**src/hdl/id_pkg.sv**
```systemverilog
/*
 * Shared types for the RV32I decode stage
 * Field positions follow the base 32-bit encoding, compressed forms are not decoded
 * Struct layouts are fixed, every stage that moves these words uses this one source
 */

package id_pkg;

  // Data word width
  localparam int unsigned xlen = 32;

  // Register index
  typedef logic [4:0] rf_addr_t;

  // Instruction field positions
  localparam int unsigned opc_msb    = 6;
  localparam int unsigned opc_lsb    = 0;
  localparam int unsigned rd_msb     = 11;
  localparam int unsigned rd_lsb     = 7;
  localparam int unsigned funct3_msb = 14;
  localparam int unsigned funct3_lsb = 12;
  localparam int unsigned rs1_msb    = 19;
  localparam int unsigned rs1_lsb    = 15;
  localparam int unsigned rs2_msb    = 24;
  localparam int unsigned rs2_lsb    = 20;
  localparam int unsigned funct7_msb = 31;
  localparam int unsigned funct7_lsb = 25;

  ////////////////////////////////////////////////////////////////////////////
  // Encodings
  ////////////////////////////////////////////////////////////////////////////

  // Supported major opcodes, all others decode as illegal
  typedef enum logic [6:0] {
    opc_lui    = 7'h37,
    opc_auipc  = 7'h17,
    opc_jal    = 7'h6f,
    opc_jalr   = 7'h67,
    opc_branch = 7'h63,
    opc_op_imm = 7'h13,
    opc_op     = 7'h33
  } opcode_e;

  // ALU operation, compare codes drive the branch decision in EX
  typedef enum logic [4:0] {
    alu_add, alu_sub, alu_sll, alu_slt, alu_sltu, alu_xor, alu_srl, alu_sra,
    alu_or, alu_and, alu_eq, alu_ne, alu_lt, alu_ge, alu_ltu, alu_geu
  } alu_op_e;

  typedef enum logic [1:0] {op_a_reg, op_a_pc, op_a_zero} op_a_sel_e;
  typedef enum logic [1:0] {op_b_reg, op_b_imm, op_b_pcincr} op_b_sel_e;
  typedef enum logic [1:0] {op_c_none, op_c_reg_b, op_c_bch} op_c_sel_e;
  typedef enum logic [1:0] {imm_i, imm_u, imm_s} imm_sel_e;

  // Operand source as chosen by the controller hazard logic
  typedef enum logic [1:0] {fwd_rf, fwd_ex, fwd_wb} fwd_sel_e;

  ////////////////////////////////////////////////////////////////////////////
  // Pipeline words
  ////////////////////////////////////////////////////////////////////////////

  typedef struct packed {
    logic            instr_valid;
    logic [xlen-1:0] pc;
    logic [31:0]     instr;
  } if_id_t;

  typedef struct packed {
    fwd_sel_e op_a_fwd_sel;
    fwd_sel_e op_b_fwd_sel;
    logic     halt_id;
    logic     kill_id;
  } ctrl_byp_t;

  typedef struct packed {
    logic      alu_en;
    alu_op_e   alu_op;
    logic      bch;
    logic      jmp;
    logic      jmpr;
    op_a_sel_e op_a_sel;
    op_b_sel_e op_b_sel;
    op_c_sel_e op_c_sel;
    imm_sel_e  imm_sel;
    logic [1:0] rf_re;
    logic      rf_we;
    logic      illegal;
  } dec_ctrl_t;

  typedef struct packed {
    logic [xlen-1:0] operand_a;
    logic [xlen-1:0] operand_b;
    logic [xlen-1:0] operand_c;
  } id_operands_t;

  typedef struct packed {
    logic            instr_valid;
    logic [xlen-1:0] pc;
    logic [31:0]     instr;
    logic            alu_en;
    alu_op_e         alu_op;
    logic            bch;
    logic            jmp;
    logic            rf_we;
    rf_addr_t        rf_waddr;
    logic            illegal;
    logic [xlen-1:0] operand_a;
    logic [xlen-1:0] operand_b;
    logic [xlen-1:0] operand_c;
  } id_ex_t;

endpackage

```
**src/hdl/id_decoder.sv**
```systemverilog
/*
 * RV32I decoder for LUI, AUIPC, JAL, JALR, branches, OP-IMM and OP
 * Purely combinational, anything else is flagged illegal with all enables cleared
 * rf_we is suppressed for rd = x0
 */

`timescale 1ns/1ps

module id_decoder (
  input  logic [31:0]       instr_i,
  output id_pkg::dec_ctrl_t dec_o
);

  logic [6:0]       opcode;
  logic [2:0]       funct3;
  logic [6:0]       funct7;
  id_pkg::rf_addr_t rd;
  logic             rf_we_raw;

  assign opcode = instr_i[id_pkg::opc_msb:id_pkg::opc_lsb];
  assign funct3 = instr_i[id_pkg::funct3_msb:id_pkg::funct3_lsb];
  assign funct7 = instr_i[id_pkg::funct7_msb:id_pkg::funct7_lsb];
  assign rd     = instr_i[id_pkg::rd_msb:id_pkg::rd_lsb];

  always_comb begin
    // Defaults describe a register-register ALU op with nothing enabled
    dec_o          = '0;
    dec_o.alu_op   = id_pkg::alu_add;
    dec_o.op_a_sel = id_pkg::op_a_reg;
    dec_o.op_b_sel = id_pkg::op_b_reg;
    dec_o.op_c_sel = id_pkg::op_c_none;
    dec_o.imm_sel  = id_pkg::imm_i;
    rf_we_raw      = 1'b0;

    case (opcode)
      id_pkg::opc_lui: begin
        // Zero plus upper immediate
        dec_o.alu_en   = 1'b1;
        dec_o.op_a_sel = id_pkg::op_a_zero;
        dec_o.op_b_sel = id_pkg::op_b_imm;
        dec_o.imm_sel  = id_pkg::imm_u;
        rf_we_raw      = 1'b1;
      end
      id_pkg::opc_auipc: begin
        dec_o.alu_en   = 1'b1;
        dec_o.op_a_sel = id_pkg::op_a_pc;
        dec_o.op_b_sel = id_pkg::op_b_imm;
        dec_o.imm_sel  = id_pkg::imm_u;
        rf_we_raw      = 1'b1;
      end
      id_pkg::opc_jal, id_pkg::opc_jalr: begin
        // Link value PC + 4 is formed by the ALU in EX
        dec_o.alu_en   = 1'b1;
        dec_o.jmp      = 1'b1;
        dec_o.op_a_sel = id_pkg::op_a_pc;
        dec_o.op_b_sel = id_pkg::op_b_pcincr;
        rf_we_raw      = 1'b1;
        if (opcode == id_pkg::opc_jalr) begin
          dec_o.jmpr    = 1'b1;
          dec_o.rf_re   = 2'b01;
          dec_o.illegal = (funct3 != 3'b000);
        end
      end
      id_pkg::opc_branch: begin
        // Compare rs1 with rs2, target travels on operand C
        dec_o.alu_en   = 1'b1;
        dec_o.bch      = 1'b1;
        dec_o.op_c_sel = id_pkg::op_c_bch;
        dec_o.rf_re    = 2'b11;
        case (funct3)
          3'b000:  dec_o.alu_op = id_pkg::alu_eq;
          3'b001:  dec_o.alu_op = id_pkg::alu_ne;
          3'b100:  dec_o.alu_op = id_pkg::alu_lt;
          3'b101:  dec_o.alu_op = id_pkg::alu_ge;
          3'b110:  dec_o.alu_op = id_pkg::alu_ltu;
          3'b111:  dec_o.alu_op = id_pkg::alu_geu;
          default: dec_o.illegal = 1'b1;
        endcase
      end
      id_pkg::opc_op_imm: begin
        dec_o.alu_en   = 1'b1;
        dec_o.op_b_sel = id_pkg::op_b_imm;
        dec_o.rf_re    = 2'b01;
        rf_we_raw      = 1'b1;
        case (funct3)
          3'b000: dec_o.alu_op = id_pkg::alu_add;
          3'b010: dec_o.alu_op = id_pkg::alu_slt;
          3'b011: dec_o.alu_op = id_pkg::alu_sltu;
          3'b100: dec_o.alu_op = id_pkg::alu_xor;
          3'b110: dec_o.alu_op = id_pkg::alu_or;
          3'b111: dec_o.alu_op = id_pkg::alu_and;
          3'b001: begin
            // Shift amount sits in the low immediate bits, upper bits must be zero
            dec_o.alu_op  = id_pkg::alu_sll;
            dec_o.illegal = (funct7 != 7'b0000000);
          end
          default: begin
            if (funct7 == 7'b0000000) begin
              dec_o.alu_op = id_pkg::alu_srl;
            end else if (funct7 == 7'b0100000) begin
              dec_o.alu_op = id_pkg::alu_sra;
            end else begin
              dec_o.illegal = 1'b1;
            end
          end
        endcase
      end
      id_pkg::opc_op: begin
        dec_o.alu_en = 1'b1;
        dec_o.rf_re  = 2'b11;
        rf_we_raw    = 1'b1;
        // Only ADD/SUB and SRL/SRA use the alternate funct7
        case ({funct7, funct3})
          {7'b0000000, 3'b000}: dec_o.alu_op = id_pkg::alu_add;
          {7'b0100000, 3'b000}: dec_o.alu_op = id_pkg::alu_sub;
          {7'b0000000, 3'b001}: dec_o.alu_op = id_pkg::alu_sll;
          {7'b0000000, 3'b010}: dec_o.alu_op = id_pkg::alu_slt;
          {7'b0000000, 3'b011}: dec_o.alu_op = id_pkg::alu_sltu;
          {7'b0000000, 3'b100}: dec_o.alu_op = id_pkg::alu_xor;
          {7'b0000000, 3'b101}: dec_o.alu_op = id_pkg::alu_srl;
          {7'b0100000, 3'b101}: dec_o.alu_op = id_pkg::alu_sra;
          {7'b0000000, 3'b110}: dec_o.alu_op = id_pkg::alu_or;
          {7'b0000000, 3'b111}: dec_o.alu_op = id_pkg::alu_and;
          default:              dec_o.illegal = 1'b1;
        endcase
      end
      default: dec_o.illegal = 1'b1;
    endcase

    // Illegal encodings move on as inert bubbles with only the flag set
    if (dec_o.illegal) begin
      dec_o.alu_en   = 1'b0;
      dec_o.bch      = 1'b0;
      dec_o.jmp      = 1'b0;
      dec_o.jmpr     = 1'b0;
      dec_o.rf_re    = 2'b00;
      dec_o.op_a_sel = id_pkg::op_a_zero;
      dec_o.op_c_sel = id_pkg::op_c_none;
      rf_we_raw      = 1'b0;
    end

    // Writes to x0 are dropped here
    dec_o.rf_we = rf_we_raw && (rd != 5'd0);
  end

endmodule

```
**src/hdl/id_operand_unit.sv**
```systemverilog
/*
 * Immediate generation, operand forwarding and target adders
 * Combinational, the forwarding selects come from the controller in the same cycle
 * Operands A and B are zero for an illegal instruction
 */

`timescale 1ns/1ps

module id_operand_unit (
  input  logic [31:0]                  instr_i,
  input  logic [id_pkg::xlen-1:0]      pc_i,
  input  id_pkg::dec_ctrl_t            dec_i,
  input  id_pkg::ctrl_byp_t            ctrl_byp_i,
  input  logic [id_pkg::xlen-1:0]      rf_rdata_a_i,
  input  logic [id_pkg::xlen-1:0]      rf_rdata_b_i,
  input  logic [id_pkg::xlen-1:0]      rf_wdata_ex_i,
  input  logic [id_pkg::xlen-1:0]      rf_wdata_wb_i,
  output id_pkg::id_operands_t         ops_o,
  output logic [id_pkg::xlen-1:0]      jmp_target_o
);

  logic [id_pkg::xlen-1:0] imm_i_type;
  logic [id_pkg::xlen-1:0] imm_s_type;
  logic [id_pkg::xlen-1:0] imm_b_type;
  logic [id_pkg::xlen-1:0] imm_u_type;
  logic [id_pkg::xlen-1:0] imm_j_type;
  logic [id_pkg::xlen-1:0] imm_op_b;
  logic [id_pkg::xlen-1:0] fwd_a;
  logic [id_pkg::xlen-1:0] fwd_b;
  logic [id_pkg::xlen-1:0] bch_target;
  logic [id_pkg::xlen-1:0] jalr_sum;

  ////////////////////////////////////////////////////////////////////////////
  // Immediates, sign taken from bit 31
  ////////////////////////////////////////////////////////////////////////////

  assign imm_i_type = {{20{instr_i[31]}}, instr_i[31:20]};
  assign imm_s_type = {{20{instr_i[31]}}, instr_i[31:25], instr_i[11:7]};
  assign imm_b_type = {{19{instr_i[31]}}, instr_i[31], instr_i[7], instr_i[30:25],
                       instr_i[11:8], 1'b0};
  assign imm_u_type = {instr_i[31:12], 12'b0};
  assign imm_j_type = {{11{instr_i[31]}}, instr_i[31], instr_i[19:12], instr_i[20],
                       instr_i[30:21], 1'b0};

  always_comb begin
    case (dec_i.imm_sel)
      id_pkg::imm_u: imm_op_b = imm_u_type;
      id_pkg::imm_s: imm_op_b = imm_s_type;
      default:       imm_op_b = imm_i_type;
    endcase
  end

  ////////////////////////////////////////////////////////////////////////////
  // Forwarding
  ////////////////////////////////////////////////////////////////////////////

  // rs1 source
  always_comb begin
    case (ctrl_byp_i.op_a_fwd_sel)
      id_pkg::fwd_ex: fwd_a = rf_wdata_ex_i;
      id_pkg::fwd_wb: fwd_a = rf_wdata_wb_i;
      default:        fwd_a = rf_rdata_a_i;
    endcase
  end

  // rs2 source
  always_comb begin
    case (ctrl_byp_i.op_b_fwd_sel)
      id_pkg::fwd_ex: fwd_b = rf_wdata_ex_i;
      id_pkg::fwd_wb: fwd_b = rf_wdata_wb_i;
      default:        fwd_b = rf_rdata_b_i;
    endcase
  end

  ////////////////////////////////////////////////////////////////////////////
  // Targets and operand muxes
  ////////////////////////////////////////////////////////////////////////////

  assign bch_target = pc_i + imm_b_type;
  assign jalr_sum   = fwd_a + imm_i_type;

  // JALR clears bit 0, everything else takes the JAL form
  assign jmp_target_o = dec_i.jmpr ? {jalr_sum[id_pkg::xlen-1:1], 1'b0} : pc_i + imm_j_type;

  always_comb begin
    case (dec_i.op_a_sel)
      id_pkg::op_a_pc:   ops_o.operand_a = pc_i;
      id_pkg::op_a_zero: ops_o.operand_a = '0;
      default:           ops_o.operand_a = fwd_a;
    endcase

    case (dec_i.op_b_sel)
      id_pkg::op_b_imm:    ops_o.operand_b = imm_op_b;
      id_pkg::op_b_pcincr: ops_o.operand_b = 32'd4;
      default:             ops_o.operand_b = fwd_b;
    endcase

    case (dec_i.op_c_sel)
      id_pkg::op_c_reg_b: ops_o.operand_c = fwd_b;
      id_pkg::op_c_bch:   ops_o.operand_c = bch_target;
      default:            ops_o.operand_c = '0;
    endcase

    // Illegal words carry no operand data into EX
    if (dec_i.illegal) begin
      ops_o.operand_a = '0;
      ops_o.operand_b = '0;
    end
  end

endmodule

```
**src/hdl/id_ex_register.sv**
```systemverilog
/*
 * Stage handshake and ID/EX pipeline register
 * Loads on id_valid_o && ex_ready_i, bubbles when EX is ready without a valid word
 * Holds every field while ex_ready_i is low
 */

`timescale 1ns/1ps

module id_ex_register (
  input  logic                 clk,
  input  logic                 rst_n,
  input  id_pkg::if_id_t       if_id_i,
  input  id_pkg::ctrl_byp_t    ctrl_byp_i,
  input  id_pkg::dec_ctrl_t    dec_i,
  input  id_pkg::id_operands_t ops_i,
  input  logic                 ex_ready_i,
  output logic                 id_ready_o,
  output logic                 id_valid_o,
  output id_pkg::id_ex_t       id_ex_o
);

  id_pkg::id_ex_t id_ex_d;

  ////////////////////////////////////////////////////////////////////////////
  // Handshake
  ////////////////////////////////////////////////////////////////////////////

  // Halt and kill both squash the word in ID
  assign id_valid_o = if_id_i.instr_valid && !ctrl_byp_i.kill_id && !ctrl_byp_i.halt_id;

  // A killed word is dropped, so ID can always accept then
  assign id_ready_o = ctrl_byp_i.kill_id || (ex_ready_i && !ctrl_byp_i.halt_id);

  ////////////////////////////////////////////////////////////////////////////
  // Next word
  ////////////////////////////////////////////////////////////////////////////

  always_comb begin
    id_ex_d.instr_valid = 1'b1;
    id_ex_d.pc          = if_id_i.pc;
    id_ex_d.instr       = if_id_i.instr;
    id_ex_d.alu_en      = dec_i.alu_en;
    id_ex_d.alu_op      = dec_i.alu_op;
    id_ex_d.bch         = dec_i.bch;
    id_ex_d.jmp         = dec_i.jmp;
    id_ex_d.rf_we       = dec_i.rf_we;
    // Destination index straight from the rd field
    id_ex_d.rf_waddr    = if_id_i.instr[id_pkg::rd_msb:id_pkg::rd_lsb];
    id_ex_d.illegal     = dec_i.illegal;
    id_ex_d.operand_a   = ops_i.operand_a;
    id_ex_d.operand_b   = ops_i.operand_b;
    id_ex_d.operand_c   = ops_i.operand_c;
  end

  ////////////////////////////////////////////////////////////////////////////
  // Register
  ////////////////////////////////////////////////////////////////////////////

  always_ff @(posedge clk or negedge rst_n) begin
    if (!rst_n) begin
      id_ex_o <= '0;
    end else if (id_valid_o && ex_ready_i) begin
      // Transfer into EX
      id_ex_o <= id_ex_d;
    end else if (ex_ready_i) begin
      // Bubble, payload left as is
      id_ex_o.instr_valid <= 1'b0;
    end
    // EX stalled, everything holds
  end

endmodule

```
**src/hdl/id_stage.sv**
```systemverilog
/*
 * Decode stage top for the RV32I integer subset
 * Source addresses, rf_re_o and jmp_target_o are combinational from if_id_i
 * id_ex_o is valid one cycle after a transfer
 */

`timescale 1ns/1ps

module id_stage (
  input  logic                       clk,
  input  logic                       rst_n,
  input  id_pkg::if_id_t             if_id_i,
  input  id_pkg::ctrl_byp_t          ctrl_byp_i,
  input  logic [id_pkg::xlen-1:0]    rf_rdata_a_i,
  input  logic [id_pkg::xlen-1:0]    rf_rdata_b_i,
  input  logic [id_pkg::xlen-1:0]    rf_wdata_ex_i,
  input  logic [id_pkg::xlen-1:0]    rf_wdata_wb_i,
  input  logic                       ex_ready_i,
  output id_pkg::rf_addr_t           rf_raddr_a_o,
  output id_pkg::rf_addr_t           rf_raddr_b_o,
  output logic [1:0]                 rf_re_o,
  output logic [id_pkg::xlen-1:0]    jmp_target_o,
  output logic                       id_ready_o,
  output logic                       id_valid_o,
  output id_pkg::id_ex_t             id_ex_o
);

  id_pkg::dec_ctrl_t    dec;
  id_pkg::id_operands_t ops;

  // Register file read side
  assign rf_raddr_a_o = if_id_i.instr[id_pkg::rs1_msb:id_pkg::rs1_lsb];
  assign rf_raddr_b_o = if_id_i.instr[id_pkg::rs2_msb:id_pkg::rs2_lsb];

  // Both ports read on an illegal word, the hazard logic then stays conservative
  assign rf_re_o = dec.illegal ? 2'b11 : dec.rf_re;

  id_decoder u_decoder (
    .instr_i (if_id_i.instr),
    .dec_o   (dec)
  );

  // Runs beside the decoder on the same instruction word
  id_operand_unit u_operand_unit (
    .instr_i       (if_id_i.instr),
    .pc_i          (if_id_i.pc),
    .dec_i         (dec),
    .ctrl_byp_i    (ctrl_byp_i),
    .rf_rdata_a_i  (rf_rdata_a_i),
    .rf_rdata_b_i  (rf_rdata_b_i),
    .rf_wdata_ex_i (rf_wdata_ex_i),
    .rf_wdata_wb_i (rf_wdata_wb_i),
    .ops_o         (ops),
    .jmp_target_o  (jmp_target_o)
  );

  id_ex_register u_id_ex_register (
    .clk        (clk),
    .rst_n      (rst_n),
    .if_id_i    (if_id_i),
    .ctrl_byp_i (ctrl_byp_i),
    .dec_i      (dec),
    .ops_i      (ops),
    .ex_ready_i (ex_ready_i),
    .id_ready_o (id_ready_o),
    .id_valid_o (id_valid_o),
    .id_ex_o    (id_ex_o)
  );

endmodule

```
**config.mk**
```make
export PLATFORM = sky130hd
export DESIGN_NAME = id_stage
export DESIGN_NICKNAME = d
export VERILOG_FILES = /design/src/hdl/id_pkg.sv /design/src/hdl/id_decoder.sv /design/src/hdl/id_operand_unit.sv /design/src/hdl/id_ex_register.sv /design/src/hdl/id_stage.sv
export SDC_FILE = /design/constraint.sdc
export NUM_CORES = 1
export LEC_CHECK = 0
export BUFFER_PORTS_ARGS = -buffer_cell sky130_fd_sc_hd__buf_2
export CORE_MARGIN = 1.5
export CORE_UTILIZATION = 26
export CTS_BUF_LIST = sky130_fd_sc_hd__clkbuf_16
export DETAILED_ROUTE_END_ITERATION = 6
export MAX_ROUTING_LAYER = met4
export SKIP_LAST_GASP = 1
export SLEW_MARGIN = 15
export SYNTH_ARGS = -nofsm -noshare
export SYNTH_HDL_FRONTEND = slang
export SYNTH_SLANG_ARGS = --single-unit
```
**constraint.sdc**
```tcl
create_clock -name clk -period 4.5 [get_ports clk]
set_input_delay 0.675 -clock clk [delete_from_list [all_inputs] [get_ports clk]]
set_output_delay 0.675 -clock clk [all_outputs]
set_load 0.005 [all_outputs]
```
-- After elaboration in Yosys (flattened, before gate mapping)
Index checks and enable logic that the tools add are counted.
- bits in registers: 176
- input port bits: 202
- word-level logic and storage cells: 116
- $add $sub $neg: 3
- eq/ne operators: 36
- multiplexer cells: 39
- reduce and logical (&&, ||, !) cells: 25
- operator list (operator ; number):
    one-hot mux 32 bit (2 select lines) ; 5
    adder 32 bit ; 3
    two-way mux 64 bit ; 1
    one-hot mux 31 bit (2 select lines) ; 1
    == test 10 x 3 -> 1 bit (second input constant) ; 4
    one-hot mux 4 bit (9 select lines) ; 1
    one-hot mux 5 bit (7 select lines) ; 1
    two-way mux 32 bit ; 1
    one-hot mux 4 bit (6 select lines) ; 1
    == test 7 x 6 -> 1 bit (second input constant) ; 3
    == test 7 bit (second input constant) ; 3
    == test 10 x 2 -> 1 bit (second input constant) ; 2
    == test 10 x 9 -> 1 bit (second input constant) ; 2
    OR reduction 6 bit ; 3
    two-way mux 1 bit ; 15
    one-hot mux 5 bit (3 select lines) ; 1
    == test 7 x 5 -> 1 bit (second input constant) ; 2
    == test 3 bit (second input constant) ; 4
    == test 10 x 1 -> 1 bit (second input constant) ; 1
    == test 2 x 1 -> 1 bit (second input constant) ; 5
    == test 2 bit (second input constant) ; 5
    logical NOT 10 bit ; 1
    OR reduction 10 bit ; 1
    two-way mux 2 bit ; 4
    other kinds (22) ; 33

-- Longest topological paths before layout
- depth in word-level cells: 9
- mapped depth: 18
- depth with buffers taken out: 16

-- Cells and area by module
Synthesis repeated with hierarchy kept, for this count alone.
- cells, all modules: 1631
- area total of the unflattened synthesis: 14371.3 um^2
- modules (own cells, without submodules) (module ; instances ; cells an instance ; area each (um^2) ; sequential area each (um^2)):
    id_operand_unit ; 1 ; 1160 ; 7274.5 ; 0.0
    id_ex_register ; 1 ; 370 ; 6428.7 ; 4279.1
    id_decoder ; 1 ; 89 ; 580.6 ; 0.0
    id_stage ; 1 ; 12 ; 87.6 ; 0.0

-- Worst setup path after synthesis
OpenSTA, ideal clock, no wires.
- path kind: input -> output
- start point: input ctrl_byp_i[4] in the netlist's numbering
- end point: output jmp_target_o[31] in the netlist's numbering
- data arrival time: 3952 ps
- required time: 3825 ps
- setup slack: -127 ps
- stages on the path: 17
- buffers on the path: 2
- cell sequence: inv_1 > ha_1 > clkbuf_1 > clkbuf_1 > nand2_1 > o21ai_0 > ha_1 > a21o_1 > o21ai_1 > o311a_1 > a21oi_2 > o311ai_2 > a21oi_1 > o311a_1 > or3_1 > a31oi_1 > xnor2_1
- word-level cells in the longest chain between the ends: 4
- elaborated cells between the ends (all ways): 5
- RTL lines (item ; line ; text):
    start, declared ; id_stage.sv:13 ; input id_pkg::ctrl_byp_t ctrl_byp_i,
    == test 2 bit / == test 2 x 1 -> 1 bit (equally long branches) ; id_operand_unit.sv:59 ; case (ctrl_byp_i.op_a_fwd_sel)
    one-hot mux 32 bit (2 select lines) (*) ; id_operand_unit.sv:59 ;
    adder 32 bit (*) ; id_operand_unit.sv:80 ; assign jalr_sum = fwd_a + imm_i_type;
    two-way mux 32 bit (*) ; id_operand_unit.sv:83 ; assign jmp_target_o = dec_i.jmpr ? {jalr_sum[id_pkg::xlen-1:1], 1'b0} : pc_i + imm_j_type;
    end, declared ; id_stage.sv:22 ; output logic [id_pkg::xlen-1:0] jmp_target_o,
Mark *: on every way between the ends. The rest lies on a longest branch, timed or not.

-- Worst setup path in the final report
- start point: input ctrl_byp_i[5] in the netlist's numbering
- end point: output jmp_target_o[31] in the netlist's numbering
Same word-level chain as after synthesis.

==> impl_metrics.toml <==
[grt]
grt-ovfl-total = 0
gr-usage-all-layers = 0.248
grt_pass1_wl_um = 93800
grt_max_degree = 76
antenna_found_initial = 7
grt_pass1_vias = 14700

[setup_path]
cp-start-kind = "primary input"
critPathRequiredTime_ps = 3830
cp_max_fo = 7
worstSetupPathType = "in -> out"
end_kind = "output port"
arrival_ps = 3990

[timing]
setup_tns_ps = -236
relSlewSlack = 0.441
hold_violations = 0
slew_violations = 0
period_needed_ps = 4660
finClkSkew_ps = 0
worst-slew-pin-transition_ps = 839
post-route-period-util = 1.04
rsz0062_at_grt = "yes"
timing.final.ws_setup_ps = -163
finalSetupViolations = 5
clock.fmax_ghz = 0.214

[synth]
synthMostInstantiatedCell = "nand2_1"
synth_warnings = 0
syn-num-nets = 2026
ys_dominant_reg_cell = "dfrtp_1"
ys_top_cells_by_area = "dfrtp_1 32%, nand2_1 12%, ha_1 7.6%, a21oi_1 6.3%, o21ai_0 5.1%"
synth_edf_count = 0
yosysUniqueCellTypes = 72
synth.ff_latch_count = 170
synth_area_per_cell_um2 = 7.59
async_flop_share = 1.00
yosysSeqAreaShare = 0.322
yosysTopAreaCellShare = 0.322
synth_common_cells = "417 x nand2_1, 170 x dfrtp_1, 166 x a21oi_1"
synth.cell_area_um2 = 13200
synth_top_area_cell = "dfrtp_1"
synthCells = 1741

[pwr]
total_power_mw = 5.29
p_leak_nw = 9.12
vdd_ir_drop_max_mv = 0.297
cellPowerDensity_nw_per_um2 = 288

[routing]
firstDrtPassIters = 6
vias_per_cell = 5.13
final_antenna_net_count = 0
drcViolationCount = 0
detail_route.wl_per_cell_um = 21.7
drtIter0Drc = 1191
drt-total-wl_um = 64000
vias = 15100

[outcome]
run_status = "complete, but fails checks"
violations = "setup timing"

[cells_and_area]
synthToLayoutAreaGrowth_pct = 38.9
drive_gt1_frac = 0.331
multi_input_area_um2 = 8780
reg_top3 = "u_id_ex_register.id_ex_o x170"
largest_reg_flops = 170
fillers = 5288
regMostFlops = "u_id_ex_register.id_ex_o"
final-seq-area_um2 = 4250
final_area_um2 = 18300
nets = 2538

[run]
maxCapViolCount = 0

[die]
die_w_um = 228
initial_utilization = 0.263
dieHeight_um = 228
core_area_um2 = 50200
die_area_um2 = 52200
io_pins = 424
rows = 82

[cts]
clk_latency_ps = 490
cts_tree = "done"
path_clk_slew_ps = 70
htree_levels = 4
clock_sinks = 170
hold_buffers = 0
clockRootBuffer = "clkbuf_16"
clk_path_buf_depth = 2
cts_buffers = 17

[placed_design]
gp_congestion = 0.957
io_buffer_count = 422
place_hpwl_um = 51100
dpl-instance-area_um2 = 17000

[worst_hold_path]
hold_class = "in -> async"
[what timing repair did]
item                       in CTS  in global routing
pin swaps                      43                 39
cloned                          0                  1
buffers inserted               10                  6
setup endpoints to repair      13                 12
gates resized for setup        97                 50
[per-stage QoR]
stage / std cells / utilization / worst slack (ps) / hold slack [ps]
after floorplan: 1741 / - / 17.1 / 379
after global placement: 2890 / 0.340 / -468 / 452
after detailed placement: 2890 / 0.340 / -517 / 457
after CTS: 2932 / 0.359 / -103 / 196
after global routing: 2944 / 0.366 / -252 / 218
final: 2945 / 0.366 / -163 / 195
[placed cells by master, fill, tap and decap left out, types with 19 or more instances in the layout]
cell / count
ha_1: 64
a22oi_1: 51
o21ai_0: 104
o21ai_2: 20
xor2_1: 41
nand2_1: 411
nor2_1: 121
a21o_1: 41
buf_2: 419
dfrtp_1: 170
xnor2_1: 43
inv_1: 34
a21oi_1: 161
a22o_1: 19
o31ai_1: 46
buf_4: 189
nor3_1: 24
[layer usage]
metal  routed length [um]  vias up  track usage  share of wire
li1                     -     7146            -              -
met1                29000     7271        0.322           0.45
met2                28900      588        0.383           0.45
met3                 4380       89       0.0540          0.068
met4                 1800        0       0.0757          0.028
met5                    0        -            -              0
[power by group]
part	internal [mW]	switching [mW]	leakage (nW)	total [mW]
Clock	0.815	0.741	0.274	1.56
Sequential	1.65	0.0709	2.27	1.72
Combinational	0.891	1.12	6.57	2.02
[worst paths after layout]
path,slack [ps],startpoint,endpoint,cells after the start
setup / recovery,-160,ctrl_byp_i[5],jmp_target_o[31],19
hold / removal,200,rst_n,u_id_ex_register.id_ex_o[138]$_DFFE_PN0P_,1
setup reg to reg,3720,u_id_ex_register.id_ex_o[31]$_DFFE_PN0P_,u_id_ex_register.id_ex_o[31]$_DFFE_PN0P_,2
hold reg to reg,470,u_id_ex_register.id_ex_o[168]$_DFFE_PN0P_,u_id_ex_register.id_ex_o[168]$_DFFE_PN0P_,2
max in group asynchronous,3270,rst_n,u_id_ex_register.id_ex_o[65]$_DFFE_PN0P_,2
min in group clk,430,if_id_i[4],u_id_ex_register.id_ex_o[115]$_DFFE_PN0P_,3
[final cells by class]
type,count,share of cell area
Timing Repair Buffer,622,0.204
Tap cell,672,0.0458
Antenna cell,7,0.000955
Clock buffer,17,0.0232
Multi-Input combinational cell,1407,0.479
Clock inverter,15,0.00832
Inverter,35,0.00730
Sequential cell,170,0.232
[worst max-delay path, cell delays in order]
cell      delay [ps]
buf_8             80
inv_2             40
ha_4             180
buf_4            160
buf_4            160
a22oi_2          150
o21ai_2          100
ha_1             320
and3_4           160
and2_4           160
nand2_2           70
a21oi_4           50
o311ai_4         320
a21oi_2          120
o311a_1          390
or3_4            390
a31oi_4          190
xnor2_2          130
buf_2            140
[kinds of logic after synthesis]
logic type | count (synthesis) | synth area share
fa+ha+maj | 83 | 0.0803
buf+inv | 164 | 0.0526
compound gates | 562 | 0.270
simple gates | 666 | 0.211
mux | 10 | 0.00786
xor+xnor | 85 | 0.0563
other cells | 1 | 0.000284
flops | 170 | 0.322
No activity file was read; power rests on OpenSTA's default activity.
